### src/design/smc_pkg.sv
// SMC strobe package holding the controller state encoding and default bus widths
package smc_pkg;

   // --------------------------------------------------
   // Default widths
   // --------------------------------------------------
   localparam int SMC_WS_WIDTH   = 8;  // Wait-state count and store
   localparam int SMC_NUM_BYTES  = 4;  // Byte lanes on the external bus
   localparam int SMC_EDGE_WIDTH = 2;  // Edge-timing counters, also low field of wait values

   // --------------------------------------------------
   // Controller state, one-hot
   // --------------------------------------------------
   typedef enum logic [4:0]
   {
      SMC_IDLE  = 5'b00001,  // No access in progress
      SMC_LE    = 5'b00010,  // Leading edge of strobe
      SMC_RW    = 5'b00100,  // Read/write, strobes active
      SMC_STORE = 5'b01000,  // Store read data
      SMC_FLOAT = 5'b10000   // Bus turnaround
   } smc_state_e;

endpackage

### src/design/smc_timing_if.sv
// SMC timing bundle carrying the wait-state and strobe-edge counters to the strobe paths
interface smc_timing_if
   import smc_pkg::*;
#(
   parameter int ws_width = SMC_WS_WIDTH
)
();

   logic [ws_width-1:0]       ws_count;    // Live wait-state count
   logic [ws_width-1:0]       ws_store;    // Programmed wait states
   logic [SMC_EDGE_WIDTH-1:0] wele_count;  // Write leading edge count
   logic [SMC_EDGE_WIDTH-1:0] wele_store;  // Write leading edge store
   logic [SMC_EDGE_WIDTH-1:0] wete_store;  // Write trailing edge store
   logic [SMC_EDGE_WIDTH-1:0] oete_store;  // Read strobe (OE) trailing edge store

   // Read path only needs wait values and the OE edge
   modport rd_mp
   (
      input ws_count,
      input ws_store,
      input oete_store
   );

   // Write path, all write edge values
   modport wr_mp
   (
      input ws_count,
      input ws_store,
      input wele_count,
      input wele_store,
      input wete_store
   );

endinterface

### src/design/smc_access_hold.sv
// SMC access hold, keeps direction and chip select stable across a multi-cycle access
module smc_access_hold
   import smc_pkg::*;
(
   input  logic sys_clk1,
   input  logic n_sys_reset1,
   input  logic valid_access,  // New access, load values
   input  logic n_read,        // Access direction, low for read
   input  logic cs,            // Chip select of the new access
   input  logic smc_done,      // Current access completed
   input  logic mac_done,      // Last access of a multiple access
   output logic n_r_read,      // Held direction
   output logic r_cs           // Held chip select
);

   logic smc_mac_done;  // Whole transfer finished

   assign smc_mac_done = smc_done & mac_done;

   // --------------------------------------------------
   // Load / clear / hold
   // --------------------------------------------------
   always_ff @(posedge sys_clk1 or negedge n_sys_reset1)
   begin
      if (!n_sys_reset1)
      begin
         n_r_read <= 1'b0;
         r_cs     <= 1'b0;
      end
      else if (valid_access)
      begin
         n_r_read <= n_read;  // Load takes priority over done
         r_cs     <= cs;
      end
      else if (smc_mac_done)
      begin
         n_r_read <= 1'b0;
         r_cs     <= 1'b0;
      end
      // Otherwise hold for the rest of the access
   end

   // Chip select only comes up as the result of a load
   a_cs_needs_access: assert property (@(posedge sys_clk1) disable iff (!n_sys_reset1)
      $rose(r_cs) |-> $past(valid_access));

endmodule

### src/design/smc_rd_strobe.sv
// SMC read strobe path, registered active-low read strobe gated by the wait-state timing
module smc_rd_strobe
   import smc_pkg::*;
#(
   parameter int ws_width = SMC_WS_WIDTH
)
(
   input  logic         sys_clk1,
   input  logic         n_sys_reset1,
   input  logic         valid_access,        // New access this cycle
   input  logic         n_read,              // Unregistered direction
   input  logic         n_r_read,            // Held direction
   input  smc_state_e   r_smc_currentstate,
   input  smc_state_e   smc_nextstate,
   smc_timing_if.rd_mp  tim,
   output logic         smc_n_rd             // Read strobe, active low
);

   localparam int HI_WIDTH = ws_width - SMC_EDGE_WIDTH;  // Upper part of a wait value

   logic [HI_WIDTH-1:0]       store_hi;
   logic [SMC_EDGE_WIDTH-1:0] store_lo;
   logic [HI_WIDTH-1:0]       count_hi;
   logic [SMC_EDGE_WIDTH-1:0] count_lo;
   logic                      store_ok;  // Strobe may stay asserted, store based
   logic                      count_ok;  // Same, count based
   logic                      edge_state; // LE or STORE, count not yet loaded

   // --------------------------------------------------
   // Wait value fields
   // --------------------------------------------------
   assign store_hi = tim.ws_store[ws_width-1:SMC_EDGE_WIDTH];
   assign store_lo = tim.ws_store[SMC_EDGE_WIDTH-1:0];
   assign count_hi = tim.ws_count[ws_width-1:SMC_EDGE_WIDTH];
   assign count_lo = tim.ws_count[SMC_EDGE_WIDTH-1:0];

   // Long wait, or OE trailing edge within the wait window
   assign store_ok = (tim.ws_store == '0) | (store_hi != '0) | (tim.oete_store <= store_lo);
   assign count_ok = (tim.ws_count == '0) | (count_hi != '0) | (tim.oete_store < count_lo);

   assign edge_state = (r_smc_currentstate == SMC_LE) | (r_smc_currentstate == SMC_STORE);

   // --------------------------------------------------
   // Strobe register
   // --------------------------------------------------
   always_ff @(posedge sys_clk1 or negedge n_sys_reset1)
   begin
      if (!n_sys_reset1)
         smc_n_rd <= 1'b1;
      else if (smc_nextstate != SMC_RW)
         smc_n_rd <= 1'b1;              // Only driven in RW
      else if (valid_access)
         smc_n_rd <= n_read;            // Back-to-back access, fresh direction
      else if (edge_state)
         smc_n_rd <= store_ok ? n_r_read : 1'b1;
      else
         smc_n_rd <= count_ok ? n_r_read : 1'b1;  // Mid access, live count
   end

endmodule

### src/design/smc_wr_strobe.sv
// SMC write strobe path, byte write enables, write strobe, full-cycle flag and drive request
module smc_wr_strobe
   import smc_pkg::*;
#(
   parameter int ws_width  = SMC_WS_WIDTH,
   parameter int num_bytes = SMC_NUM_BYTES
)
(
   input  logic                 sys_clk1,
   input  logic                 n_sys_reset1,
   input  logic                 valid_access,
   input  logic                 n_read,
   input  logic                 n_r_read,
   input  logic                 smc_done,
   input  logic [num_bytes-1:0] n_be,          // Unregistered byte strobes
   input  smc_state_e           r_smc_currentstate,
   input  smc_state_e           smc_nextstate,
   smc_timing_if.wr_mp          tim,
   output logic                 wr_drive,      // Write in progress, to bus control
   output logic [num_bytes-1:0] n_r_we,        // Byte write enables, active low
   output logic                 n_r_wr,        // Write strobe, active low
   output logic                 r_full         // Full-cycle write strobe
);

   localparam int HI_WIDTH = ws_width - SMC_EDGE_WIDTH;

   logic                      wr_cond;
   logic [HI_WIDTH-1:0]       count_hi;
   logic [SMC_EDGE_WIDTH-1:0] count_lo;
   logic [HI_WIDTH-1:0]       store_hi;
   logic [SMC_EDGE_WIDTH-1:0] store_lo;
   logic [SMC_EDGE_WIDTH-1:0] wete_inc;   // Trailing edge one cycle later
   logic                      wele_early; // Leading edge count below 2
   logic                      full_next;

   // Write when not storing read data, direction from new or held access
   assign wr_cond = (smc_nextstate != SMC_STORE) &
                    ((n_read & valid_access) | (n_r_read & ~valid_access));
   assign wr_drive = wr_cond;

   // --------------------------------------------------
   // Byte enables and write strobe
   // --------------------------------------------------
   always_ff @(posedge sys_clk1 or negedge n_sys_reset1)
   begin
      if (!n_sys_reset1)
      begin
         n_r_we <= '1;
         n_r_wr <= 1'b1;
      end
      else if (wr_cond)
      begin
         n_r_we <= n_be;
         n_r_wr <= 1'b0;
      end
      else
      begin
         n_r_we <= '1;   // All lanes released
         n_r_wr <= 1'b1;
      end
   end

   // --------------------------------------------------
   // Full-cycle decision
   // --------------------------------------------------
   assign count_hi   = tim.ws_count[ws_width-1:SMC_EDGE_WIDTH];
   assign count_lo   = tim.ws_count[SMC_EDGE_WIDTH-1:0];
   assign store_hi   = tim.ws_store[ws_width-1:SMC_EDGE_WIDTH];
   assign store_lo   = tim.ws_store[SMC_EDGE_WIDTH-1:0];
   assign wete_inc   = tim.wete_store + SMC_EDGE_WIDTH'(1);
   assign wele_early = tim.wele_count < SMC_EDGE_WIDTH'(2);

   always_comb
   begin
      full_next = 1'b0;
      if (smc_nextstate == SMC_RW)
      begin
         case (r_smc_currentstate)
            SMC_LE:
               full_next = wele_early & ((count_hi != '0) | (tim.wete_store < count_lo));
            SMC_STORE:
               full_next = (tim.wele_count == '0) &
                           ((count_hi != '0) | (tim.wete_store < count_lo));
            SMC_RW, SMC_FLOAT:
            begin
               if (valid_access)
                  full_next = 1'b0;          // New access restarts timing
               else if (smc_done)
                  full_next = (tim.wele_store == '0) &
                              ((store_hi != '0) | (tim.wete_store < store_lo));
               else if (tim.wete_store == SMC_EDGE_WIDTH'(3))
                  full_next = (tim.ws_count > ws_width'(4)) & wele_early;
               else
                  full_next = wele_early & ((count_hi != '0) | (wete_inc < count_lo));
            end
            default:
               full_next = 1'b0;             // Idle
         endcase
      end
   end

   always_ff @(posedge sys_clk1 or negedge n_sys_reset1)
   begin
      if (!n_sys_reset1)
         r_full <= 1'b0;
      else
         r_full <= full_next;
   end

   // Released write strobe means every byte lane released too
   a_wr_idle_lanes: assert property (@(posedge sys_clk1) disable iff (!n_sys_reset1)
      n_r_wr |-> (&n_r_we));

endmodule

### src/design/smc_bus_ctrl.sv
// SMC bus control stage, registers the external output-enable and the busy flag
module smc_bus_ctrl
   import smc_pkg::*;
(
   input  logic       sys_clk1,
   input  logic       n_sys_reset1,
   input  logic       wr_drive,       // Write path wants the data bus
   input  logic       valid_access,
   input  smc_state_e smc_nextstate,
   output logic       smc_n_ext_oe,   // External bus driver enable, active low
   output logic       smc_busy        // Controller active
);

   logic oe_next;
   logic active_next;  // Controller leaving or staying out of idle

   assign active_next = (smc_nextstate != SMC_IDLE);
   assign oe_next     = wr_drive & (valid_access | active_next);

   // --------------------------------------------------
   // Registered outputs
   // --------------------------------------------------
   always_ff @(posedge sys_clk1 or negedge n_sys_reset1)
   begin
      if (!n_sys_reset1)
      begin
         smc_n_ext_oe <= 1'b1;
         smc_busy     <= 1'b0;
      end
      else
      begin
         smc_n_ext_oe <= ~oe_next;   // Drive pins only while writing
         smc_busy     <= active_next;
      end
   end

   // Pins never driven out of reset
   a_no_oe_in_reset: assert property (@(posedge sys_clk1)
      !n_sys_reset1 |-> smc_n_ext_oe);

endmodule

### src/design/smc_strobe_top.sv
// SMC strobe generation top, plain bus ports around the capture, read, write and bus stages
module smc_strobe_top
   import smc_pkg::*;
#(
   parameter int ws_width  = SMC_WS_WIDTH,
   parameter int num_bytes = SMC_NUM_BYTES
)
(
   input  logic                      sys_clk1,
   input  logic                      n_sys_reset1,
   input  logic                      valid_access,
   input  logic                      n_read,
   input  logic                      cs,
   input  smc_state_e                r_smc_currentstate,
   input  smc_state_e                smc_nextstate,
   input  logic [num_bytes-1:0]      n_be,
   input  logic [SMC_EDGE_WIDTH-1:0] r_wele_count,
   input  logic [SMC_EDGE_WIDTH-1:0] r_wele_store,
   input  logic [SMC_EDGE_WIDTH-1:0] r_wete_store,
   input  logic [SMC_EDGE_WIDTH-1:0] r_oete_store,
   input  logic [ws_width-1:0]       r_ws_count,
   input  logic [ws_width-1:0]       r_ws_store,
   input  logic                      smc_done,
   input  logic                      mac_done,
   output logic                      smc_n_rd,
   output logic                      smc_n_ext_oe,
   output logic                      smc_busy,
   output logic                      n_r_read,
   output logic                      r_cs,
   output logic                      r_full,
   output logic [num_bytes-1:0]      n_r_we,
   output logic                      n_r_wr
);

   logic wr_drive;  // Write path to bus control

   // --------------------------------------------------
   // Timing bundle
   // --------------------------------------------------
   smc_timing_if #(.ws_width(ws_width)) timing_if_inst ();

   assign timing_if_inst.ws_count   = r_ws_count;
   assign timing_if_inst.ws_store   = r_ws_store;
   assign timing_if_inst.wele_count = r_wele_count;
   assign timing_if_inst.wele_store = r_wele_store;
   assign timing_if_inst.wete_store = r_wete_store;
   assign timing_if_inst.oete_store = r_oete_store;

   smc_access_hold smc_access_hold_inst (
      .sys_clk1, .n_sys_reset1, .valid_access, .n_read, .cs,
      .smc_done, .mac_done, .n_r_read, .r_cs
   );

   smc_rd_strobe #(.ws_width(ws_width)) smc_rd_strobe_inst (
      .sys_clk1, .n_sys_reset1, .valid_access, .n_read, .n_r_read,
      .r_smc_currentstate, .smc_nextstate,
      .tim      (timing_if_inst.rd_mp),
      .smc_n_rd
   );

   smc_wr_strobe #(.ws_width(ws_width), .num_bytes(num_bytes)) smc_wr_strobe_inst (
      .sys_clk1, .n_sys_reset1, .valid_access, .n_read, .n_r_read,
      .smc_done, .n_be, .r_smc_currentstate, .smc_nextstate,
      .tim      (timing_if_inst.wr_mp),
      .wr_drive, .n_r_we, .n_r_wr, .r_full
   );

   smc_bus_ctrl smc_bus_ctrl_inst (
      .sys_clk1, .n_sys_reset1, .wr_drive, .valid_access,
      .smc_nextstate, .smc_n_ext_oe, .smc_busy
   );

endmodule

### config.mk
export PLATFORM = sky130hd
export DESIGN_NAME = smc_strobe_top
export DESIGN_NICKNAME = d
export VERILOG_FILES = /design/src/design/smc_pkg.sv /design/src/design/smc_timing_if.sv /design/src/design/smc_access_hold.sv /design/src/design/smc_rd_strobe.sv /design/src/design/smc_wr_strobe.sv /design/src/design/smc_bus_ctrl.sv /design/src/design/smc_strobe_top.sv
export SDC_FILE = /design/constraint.sdc
export NUM_CORES = 1
export LEC_CHECK = 0
export BUFFER_PORTS_ARGS = -buffer_cell sky130_fd_sc_hd__buf_2
export CAP_MARGIN = 5
export CORE_MARGIN = 5
export CORE_UTILIZATION = 25
export DETAILED_ROUTE_END_ITERATION = 10
export PLACE_DENSITY_LB_ADDON = 0.08
export SYNTH_ARGS = -nofsm -noshare
export SYNTH_HDL_FRONTEND = slang
export SYNTH_SLANG_ARGS = --single-unit
### constraint.sdc
create_clock -name sys_clk1 -period 0.85 [get_ports sys_clk1]
set_input_delay 0.2125 -clock sys_clk1 [delete_from_list [all_inputs] [get_ports sys_clk1]]
set_output_delay 0.2125 -clock sys_clk1 [all_outputs]
set_load 0.005 [all_outputs]
==> flow_summary.toml, run 1 <==
[logic_synthesis]
synth_area_um2 = 808
synth_top_area_share_pct = 22.8
syn_nets = 134
synthArstFlopShare_pct = 100
synth_edf_count = 0
synth_seq_cells = 11
ys_warn_count = 0
synth_cells = 82
synth_cell_types = 34
synth.area.top_cells = "dfstp_2, dfrtp_1, ha_1"
yosysTopAreaCell = "dfstp_2"
syn_area_per_cell_um2 = 9.86
synth_flop_cell = "dfstp_2"
yosysSeqAreaShare_pct = 35.1

[power]
netSwitchingPower_mw = 0.385
power.density_nw_per_um2 = 966
switching_share_pct = 27.1
leakagePower_nw = 0.664
power_frac_seq_pct = 41.0
ir_drop_v = 0.000533
p_clk_share_pct = 24.4
p_comb_share_pct = 34.5
p_int_mw = 1.03

[floorplan]
die_h_um = 66.9
io_pins = 56
die_w_um = 66.9
die-area_um2 = 4470
initial_core_util_pct = 26.3
core_um2 = 3080
std_cell_rows = 20

[timing]
hold_viol_final = 0
maxSlewViolCount = 0
fin_crit_sh_pct = 148
skew_ns = 0.00248
tightest_slew_ns = 0.274
finalWorstSetupSlack_ns = -0.407
setup_viol = 19
fin_crit_ns = 1.26
max_freq_ghz = 0.796
slew_headroom_pct = 81.5
rsz0062_at_grt = "yes"

[placed_design]
place_ws_ns = -0.738
io_buffers = 55
place_congestion = 0.789
dpl.cell_count = 200
dp_hpwl_mm = 1.99

[clock_network]
numCtsBuffers = 3
clock_latency_ns = 0.26
htreeDepth = 1
cts_tree = "yes"
clk_pin_slew_worst_paths_ns = 0.06
root_buffer = "clkbuf_4"
numClockSinks = 11
clockBufferDepth = 2

[routing]
viasPerCell = 4.35
drc = 0
dr_total_vias = 900
drt-pass1-iter-count = 4
drtIter0Drc = 9
ant_nets = 0
routed_wl_mm = 2.34
wl_per_cell_um = 11.3

[worst_hold_path]
hp-class = "input port to register"

[global_route]
grt_max_degree = 12
grt-ovfl-total = 0
grt_pass1_wl_mm = 3.80
grt_antenna_before_repair = 0
grt_pass1_vias = 895
grt_use_total_pct = 11.0

[critical_path]
critPathMaxFanout = 2
cp-start-kind = "input port"
required_ns = 0.98
cp_num_buf_inv = 1
path_cells = "buf_6 -> or4_4 -> nor3_4 -> a2111oi_4 -> o21ai_1 -> nand3_1"
cp_slowest_stage_delay_ns = 0.54
cpMaxStageDelayCell = "or4_4"
critPathKind = "input port to register"
critPathArrivalTime_ns = 1.38
cpLargestDelayFamily = "simple AND/OR/NAND/NOR gates"
cp-end-kind = "register"

[cells_and_area]
multi_input_area_um2 = 597
area_delta_synth_final_pct = 81.6
antenna_cells = 0
nets = 216
final_cell_mix = "buf_2, buf_4, nand2b_1, buf_6, dfstp_2"
fillers = 312
mostFrequentLayoutCell = "buf_2"
seqCellArea_um2 = 284
layout.cells.non_filler = 207
drive_above_1_share_pct = 65.0

[outcome]
violations = "negative setup slack"
outcome = "finished with violations"

[flow_run]
max_cap_violations = 0
-- worst paths after layout --
kind,from,endpoint,slack [ns],cells past startpoint
setup / recovery,r_ws_store[3],smc_wr_strobe_inst.r_full,-0.41,6
hold / removal,n_be[3],smc_wr_strobe_inst.n_r_we[3],0.14,2
setup reg to reg,smc_access_hold_inst.n_r_read,smc_rd_strobe_inst.smc_n_rd,-0.23,3
hold reg to reg,smc_access_hold_inst.r_cs,smc_access_hold_inst.r_cs,0.65,3
max in group asynchronous,n_sys_reset1,smc_wr_strobe_inst.n_r_we[0],0.26,2
min in group asynchronous,n_sys_reset1,smc_bus_ctrl_inst.smc_busy,0.33,2
-- final cells by class --
class | instances | share of cell area, %
inverters | 5 | 1.45
well taps | 44 | 3.75
multi-input cells | 66 | 40.7
flip-flops and latches | 11 | 19.4
clock buffers | 4 | 1.79
repair buffers | 77 | 33.0
-- per-stage QoR --
step | cell area [um^2] | setup TNS, ns | util, % | total power [mW] | hold WS, ns
global route | 1470 | -4.44 | 47.7 | 1.52 | 0.117
global placement | 1300 | -3.51 | 42.4 | 0.999 | 0.0874
finish | 1470 | -3.56 | 47.7 | 1.42 | 0.136
floorplan | 831 | -0.932 | - | 0.738 | -0.0831
detailed placement | 1300 | -3.68 | 42.4 | 1.01 | 0.0913
CTS | 1440 | -3.77 | 46.9 | 1.43 | 0.129
-- per-layer routing --
layer / vias up / share of wire [%] / track usage [%]
li1: 464 / - / -
met1: 395 / 47 / 14.7
met2: 39 / 45 / 17.5
met3: 2 / 7.4 / 3.37
met4: 0 / 0.77 / 2.28
met5: - / 0 / 0
-- registers in the layout, summed over array words and instances, names as in the netlist --
signal / cells
smc_wr_strobe_inst.n_r_we: 4
smc_rd_strobe_inst.smc_n_rd: 1
smc_wr_strobe_inst.n_r_wr: 1
smc_wr_strobe_inst.r_full: 1
smc_access_hold_inst.n_r_read: 1
smc_bus_ctrl_inst.smc_n_ext_oe: 1
smc_access_hold_inst.r_cs: 1
smc_bus_ctrl_inst.smc_busy: 1
-- repair_timing --
item,4_1_cts,5_1_grt
cloned,0,0
setup endpoints to repair,19,19
endpoints found under the hold margin,4,0
gates resized for setup,14,6
pin swaps,6,5
setup buffers,2,0
hold buffers,1,0
-- worst reg2reg max path: cells and delay by family (launching register included) --
family,cells,cell delay (ns)
compound gates,1,0.33
buf+inv,1,0.14
flops,1,0.41
simple gates,1,0.12
-- synthesized netlist by cell type, types with 2 or more instances --
cell and instances:
a21oi_1 3, dfrtp_1 4, dfstp_2 7, ha_1 7
inv_1 5, nand2_1 6, nand2b_1 10, nand3_1 2
nand3b_1 3, nor2_1 2, nor2b_1 2, nor3_1 4
o21ai_0 6
-- power groups by stage --
stage          sequential, mW  combinational (mW)  clock, mW
3_5_place_dp            0.589               0.417          0
2_1_floorplan           0.593               0.145          0
5_1_grt                 0.585               0.544      0.394
3_3_place_gp            0.588               0.412          0
6_report                0.582               0.490      0.347
4_1_cts                 0.580               0.482      0.368
-- logic make-up (layout without fill, tap and decap cells) --
kind of cell | count (synthesis) | count (layout) | synth area share, %
DFF | 11 | 11 | 35.1
xor gates and xnor gates | 2 | 2 | 2.17
and+or+nand+nor | 40 | 40 | 33.7
AOI/OAI and AO/OA | 17 | 17 | 15.8
adders and majority gates | 7 | 7 | 10.8
buffers and inverters | 5 | 86 | 2.32
(Power assumes the default switching activity.)
==> inputs of run 2 (changes only) <==
Settings changed: CTS_BUF_LIST from default to sky130_fd_sc_hd__clkbuf_8, PLACE_DENSITY_LB_ADDON 0.08 to 0.25.
==> run 2 against run 1 <==
Compared with the run above:
- combinational power up 2%
- core utilization up 0.53 points
- critical endpoint is now smc_rd_strobe_inst.smc_n_rd
- critical path depth up 1
- sequential power about the same
- largest cell class unchanged
- highest routed layer unchanged
- the flow still finishes with violations (negative setup slack)
- total power up 11%
==> flow_summary.toml, run 2 (synthesis results as in run 1) <==
[outcome]
outcome = "finished with violations"
violations = "negative setup slack"

[global_route]
grt.met2_usage_pct = 19.8
use_met1_pct = 11.2
grt_antenna_before_repair = 0
grt_pass1_wl_mm = 3.65
grt-busiest-layer = "met2"
grt-ovfl-total = 0
grt_pass1_vias = 932
met3_usage_pct = 2.70
grt_max_degree = 12
grt_use_total_pct = 10.7

[flow_run]
max_cap_violations = 0

[timing]
maxSlewViolCount = 0
hold_viol_final = 0
rsz0062_at_grt = "yes"
fin_tns_setup_ns = -3.28
finalWorstSetupSlack_ns = -0.380
skew_ns = 0.000445
fin_crit_ns = 1.23
fin_crit_sh_pct = 145
timing.hold.ws_ns = 0.170
slew_headroom_pct = 75.6
tightest_slew_ns = 0.363
setup_viol = 19
max_freq_ghz = 0.813

[cells_and_area]
top_register = "smc_wr_strobe_inst.n_r_we"
final_cell_mix = "buf_2, buf_4, nand2b_1, buf_6, dfstp_2"
finalInstanceArea_um2 = 1480
final_util_pct = 48.2
mostFrequentLayoutCell = "buf_2"
area_delta_synth_final_pct = 83.6
drive_above_1_share_pct = 65.6
largest_reg_flops = 4
antenna_cells = 0
nets = 213

[placed_design]
place_congestion = 0.839
dp_hpwl_mm = 2.10
place_area_um2 = 1280
place_ws_ns = -0.714
io_buffers = 55

[critical_path]
critPathArrivalTime_ns = 1.38
critPathMaxFanout = 2
cp-end-kind = "register"
critPathKind = "input port to register"
cp-start-kind = "input port"
required_ns = 1.00

[floorplan]
die_w_um = 66.9
die-area_um2 = 4470
std_cell_rows = 20
io_pins = 56
initial_core_util_pct = 26.3
die_h_um = 66.9
core_um2 = 3080

[clock_network]
numClockSinks = 11
htreeDepth = 1
cts_tree = "yes"
clock_latency_ns = 0.23
clk_pin_slew_worst_paths_ns = 0.05
numCtsBuffers = 3
clockBufferDepth = 2
root_buffer = "clkbuf_8"

[routing]
dr_total_vias = 908
routed_wl_mm = 2.46
drtIter0Drc = 10
wl_per_cell_um = 12.0
drc = 0
drt-pass1-iter-count = 4
viasPerCell = 4.45
ant_nets = 0

[power]
power.density_nw_per_um2 = 1060
ir_drop_v = 0.000433
leakagePower_nw = 0.672

[worst_hold_path]
hp-class = "input port to register"
-- run 2: cell types whose count changed in the layout (fill, tap and decap cells not counted), moves of 2 or more --
cell and delta:
clkbuf_8 +3, o21ai_2 +2, buf_4 -3, clkbuf_4 -3
-- run 2: report_power, final --
| part | switching [mW] | leakage [nW] | internal, mW | total [mW] |
|---|---|---|---|---|
| clock | 0.179 | 0.0269 | 0.316 | 0.494 |
| combinational | 0.222 | 0.524 | 0.277 | 0.500 |
| sequential | 0.0122 | 0.122 | 0.571 | 0.583 |
| total | 0.413 | 0.672 | 1.16 | 1.58 |
-- run 2: per-layer routing --
layer,vias up,share of wire (%),wire length [um]
met5,-,0,0
met4,0,0.41,10
met3,2,11,260
met2,37,51,1260
met1,411,38,925
li1,458,-,-
-- run 2: cell type report --
class	instances	area [um^2]
well taps	44	55.1
flip-flops and latches	11	284
clock inverters	1	3.75
inverters	5	18.8
fillers	316	1590
repair buffers	74	462
clock buffers	3	41.3
multi-input cells	66	619
-- run 2: critical path, cell delays in order --
cell and delay (ns):
buf_2 0.11, buf_4 0.12, ha_1 0.31, a21oi_2 0.16, nor3_2 0.06, o41ai_2 0.31, nand3_1 0.10
-- run 2: final timing paths --
path                                                from                      endpoint  slack, ns  cells past startpoint
hold reg to reg                smc_access_hold_inst.r_cs     smc_access_hold_inst.r_cs       0.55                      2
setup reg to reg           smc_access_hold_inst.n_r_read   smc_rd_strobe_inst.smc_n_rd      -0.16                      3
max in group asynchronous                   n_sys_reset1  smc_wr_strobe_inst.n_r_we[0]       0.20                      2
hold / removal                                   n_be[3]  smc_wr_strobe_inst.n_r_we[3]       0.17                      2
min in group asynchronous                   n_sys_reset1    smc_bus_ctrl_inst.smc_busy       0.39                      2
setup / recovery                         r_oete_store[1]   smc_rd_strobe_inst.smc_n_rd      -0.38                      7
-- run 2: timing repair --
action,CTS,global route
hold buffers,1,0
pin swaps,5,5
setup buffers,1,1
setup endpoints to repair,19,21
gates resized for setup,12,10
hold endpoints to repair,4,0
-- run 2: through the flow --
step / power (mW) / instances
floorplan: 0.738 / 82
global placement: 0.993 / 197
detailed placement: 1.00 / 197
CTS: 1.57 / 203
global route: 1.68 / 204
finish: 1.58 / 204
==> inputs of run 3 (changes only) <==
Settings changed: SYNTH_HIERARCHICAL from default to 1.
==> run 3 against run 2 <==
Compared with the run above:
- the flow still finishes with violations (negative setup slack)
- sequential power is 0.7% higher
- synthesized cell count is 2.4% higher
- clock-buffer cell count stayed put
- routed wire length is 6.0% higher
- largest cell class unchanged
==> flow_summary.toml, run 3 <==
[outcome]
outcome = "finished with violations"
violations = "negative setup slack"

[worst_hold_path]
min_path_cells = 2
hp-class = "input port to register"
hold_path_end = "smc_wr_strobe_inst/n_r_we[2]"
min_from = "n_be[2]"

[logic_synthesis]
synth_flop_cell = "dfstp_2"
synth_edf_count = 0
synthTopCellsByCount = "inv_1, nand2b_1, dfstp_2, ha_1, a21oi_1"
ys_warn_count = 6
yosysSeqAreaShare_pct = 35.3
synth_area_um2 = 805
synth_cell_types = 32
synth_top_area_share_pct = 22.9
synth_cells = 84
synthArstFlopShare_pct = 100
synth.area.top_cells = "dfstp_2, dfrtp_1, ha_1"
syn_nets = 136
yosysTopAreaCell = "dfstp_2"
synth_seq_cells = 11
syn_area_per_cell_um2 = 9.58

[critical_path]
critPathKind = "input port to register"
rrSetupSlack_ns = -0.22
reg2reg_depth = 5
critPathArrivalTime_ns = 1.49
cp-start-kind = "input port"
timing.rr.start = "smc_access_hold_inst/n_r_read"
regToRegEndpoint = "smc_wr_strobe_inst/n_r_we[0]"
critPathMaxFanout = 2
cp-end-kind = "register"
required_ns = 0.97

[routing]
drtIter0Drc = 5
routed_wl_mm = 2.60
drc = 0
drt-pass1-iter-count = 4
ant_nets = 0
dr_total_vias = 985
wl_per_cell_um = 11.9
viasPerCell = 4.50

[cells_and_area]
top_register = "smc_wr_strobe_inst/n_r_we"
drive_above_1_share_pct = 67.4
nets = 228
multi_input_area_um2 = 609
layout.cells.non_filler = 219
final_cell_mix = "buf_2, buf_4, buf_6, nand2b_1, dfstp_2"
antenna_cells = 0
final_util_pct = 52.2
seqCellArea_um2 = 284
area_delta_synth_final_pct = 99.7
fillers = 302
largest_reg_flops = 4
mostFrequentLayoutCell = "buf_2"

[timing]
fin_crit_ns = 1.37
tightest_slew_ns = 0.401
hold_viol_final = 0
setup_viol = 22
rsz0062_at_grt = "yes"
slew_headroom_pct = 72.9
maxSlewViolCount = 0
max_freq_ghz = 0.732
fin_crit_sh_pct = 161
skew_ns = 0.00563
finalWorstSetupSlack_ns = -0.516

[placed_design]
place_ws_ns = -0.783
place_congestion = 0.758
dp_hpwl_mm = 2.13
dpl.cell_count = 208
io_buffers = 55

[global_route]
grt_max_degree = 12
grt_antenna_before_repair = 0
grt_use_total_pct = 11.9
grt_pass1_wl_mm = 4.04
grt-ovfl-total = 0
grt_pass1_vias = 996

[clock_network]
htreeDepth = 1
numCtsBuffers = 3
cts_tree = "yes"
clk_pin_slew_worst_paths_ns = 0.05
clock_latency_ns = 0.24
root_buffer = "clkbuf_8"
clockBufferDepth = 2
numClockSinks = 11

[floorplan]
die_h_um = 66.7
io_pins = 56
initial_core_util_pct = 26.1
std_cell_rows = 20
die_w_um = 66.7
die-area_um2 = 4450
core_um2 = 3080

[power]
leakagePower_nw = 0.750
power.density_nw_per_um2 = 1060
ir_drop_v = 0.000503

[flow_run]
max_cap_violations = 0
[run 3: cell count changes after synthesis, moves of 2 or more]
cell,delta
inv_1,+3
a21oi_1,+2
nand3b_1,-2
a22o_1,+2
o21ai_0,-3
or4_4,+2
nand2b_1,-2
nor4_1,+3
nand2_1,-4
nor4b_1,+2
mux2i_1,+2
nand3_1,-2
or3_1,+2
a211oi_1,+2
[run 3: worst max-delay path by stage]
stage | from | to | slack, ns | cells after the start
floorplan | r_ws_count[7] | smc_wr_strobe_inst/r_full | -0.62 | 4
global placement | r_ws_count[7] | smc_wr_strobe_inst/r_full | -0.75 | 5
detailed placement | r_ws_count[7] | smc_wr_strobe_inst/r_full | -0.78 | 5
CTS | r_ws_count[7] | smc_wr_strobe_inst/r_full | -0.51 | 5
global route | r_ws_count[6] | smc_wr_strobe_inst/r_full | -0.57 | 5
finish | r_ws_count[7] | smc_wr_strobe_inst/r_full | -0.52 | 5
[run 3: what timing repair did]
| action | in CTS | in global routing |
|---|---|---|
| pin swaps | 5 | 2 |
| resized for setup | 11 | 13 |
| endpoints found under the hold margin | 4 | 0 |
| buffers inserted | 5 | 1 |
| endpoints found under the setup margin | 21 | 21 |
| hold buffers | 1 | 0 |
[run 3: logic make-up (layout without fill, tap and decap cells)]
kind of cell               count (synthesis)  after routing  synth area share (%)
AOI/OAI and AO/OA                         20             20                  17.3
xor gates and xnor gates                   2              2                  2.18
adders and majority gates                  7              7                  10.9
buffers and inverters                      8             99                  3.73
DFF                                       11             11                  35.3
muxes                                      2              2                  2.49
and+or+nand+nor                           34             34                  28.2
[run 3: cell type report]
class                      instances  area share [%]
multi-input combinational         65            37.9
inverter                           8            2.18
clock buffer                       3            2.57
clock inverter                     1           0.234
sequential                        11            17.7
timing repair buffer              87            36.0
tap                               44            3.43
[run 3: per-stage QoR]
stage	TNS (ns)	total power, mW	hold slack (ns)	cell area [um^2]
3_5_place_dp	-3.34	1.06	0.0916	1380
3_3_place_gp	-3.14	1.05	0.0877	1380
5_1_grt	-5.02	1.79	0.170	1610
6_report	-4.21	1.70	0.161	1610
4_1_cts	-4.10	1.65	0.160	1530
2_1_floorplan	-1.14	0.756	-0.0831	858
[run 3: metal layers]
layer / GRT usage (%) / up-vias / part of all wire (%)
met5: 0 / - / 0
li1: - / 498 / -
met2: 21.0 / 37 / 51
met4: 5.33 / 0 / 1.6
met1: 13.8 / 446 / 41
met3: 2.02 / 4 / 6.1
[run 3: critical path, stage by stage]
cell	delay (ns)
buf_6	0.09
or4_4	0.52
or3_4	0.36
nor4_4	0.20
o41ai_1	0.10
[run 3: where the power goes]
group / switching [mW] / internal [mW] / total, mW / leakage [nW]
combinational: 0.241 / 0.344 / 0.585 / 0.601
sequential: 0.0137 / 0.573 / 0.587 / 0.122
clock: 0.212 / 0.318 / 0.531 / 0.0269
total: 0.467 / 1.24 / 1.70 / 0.750
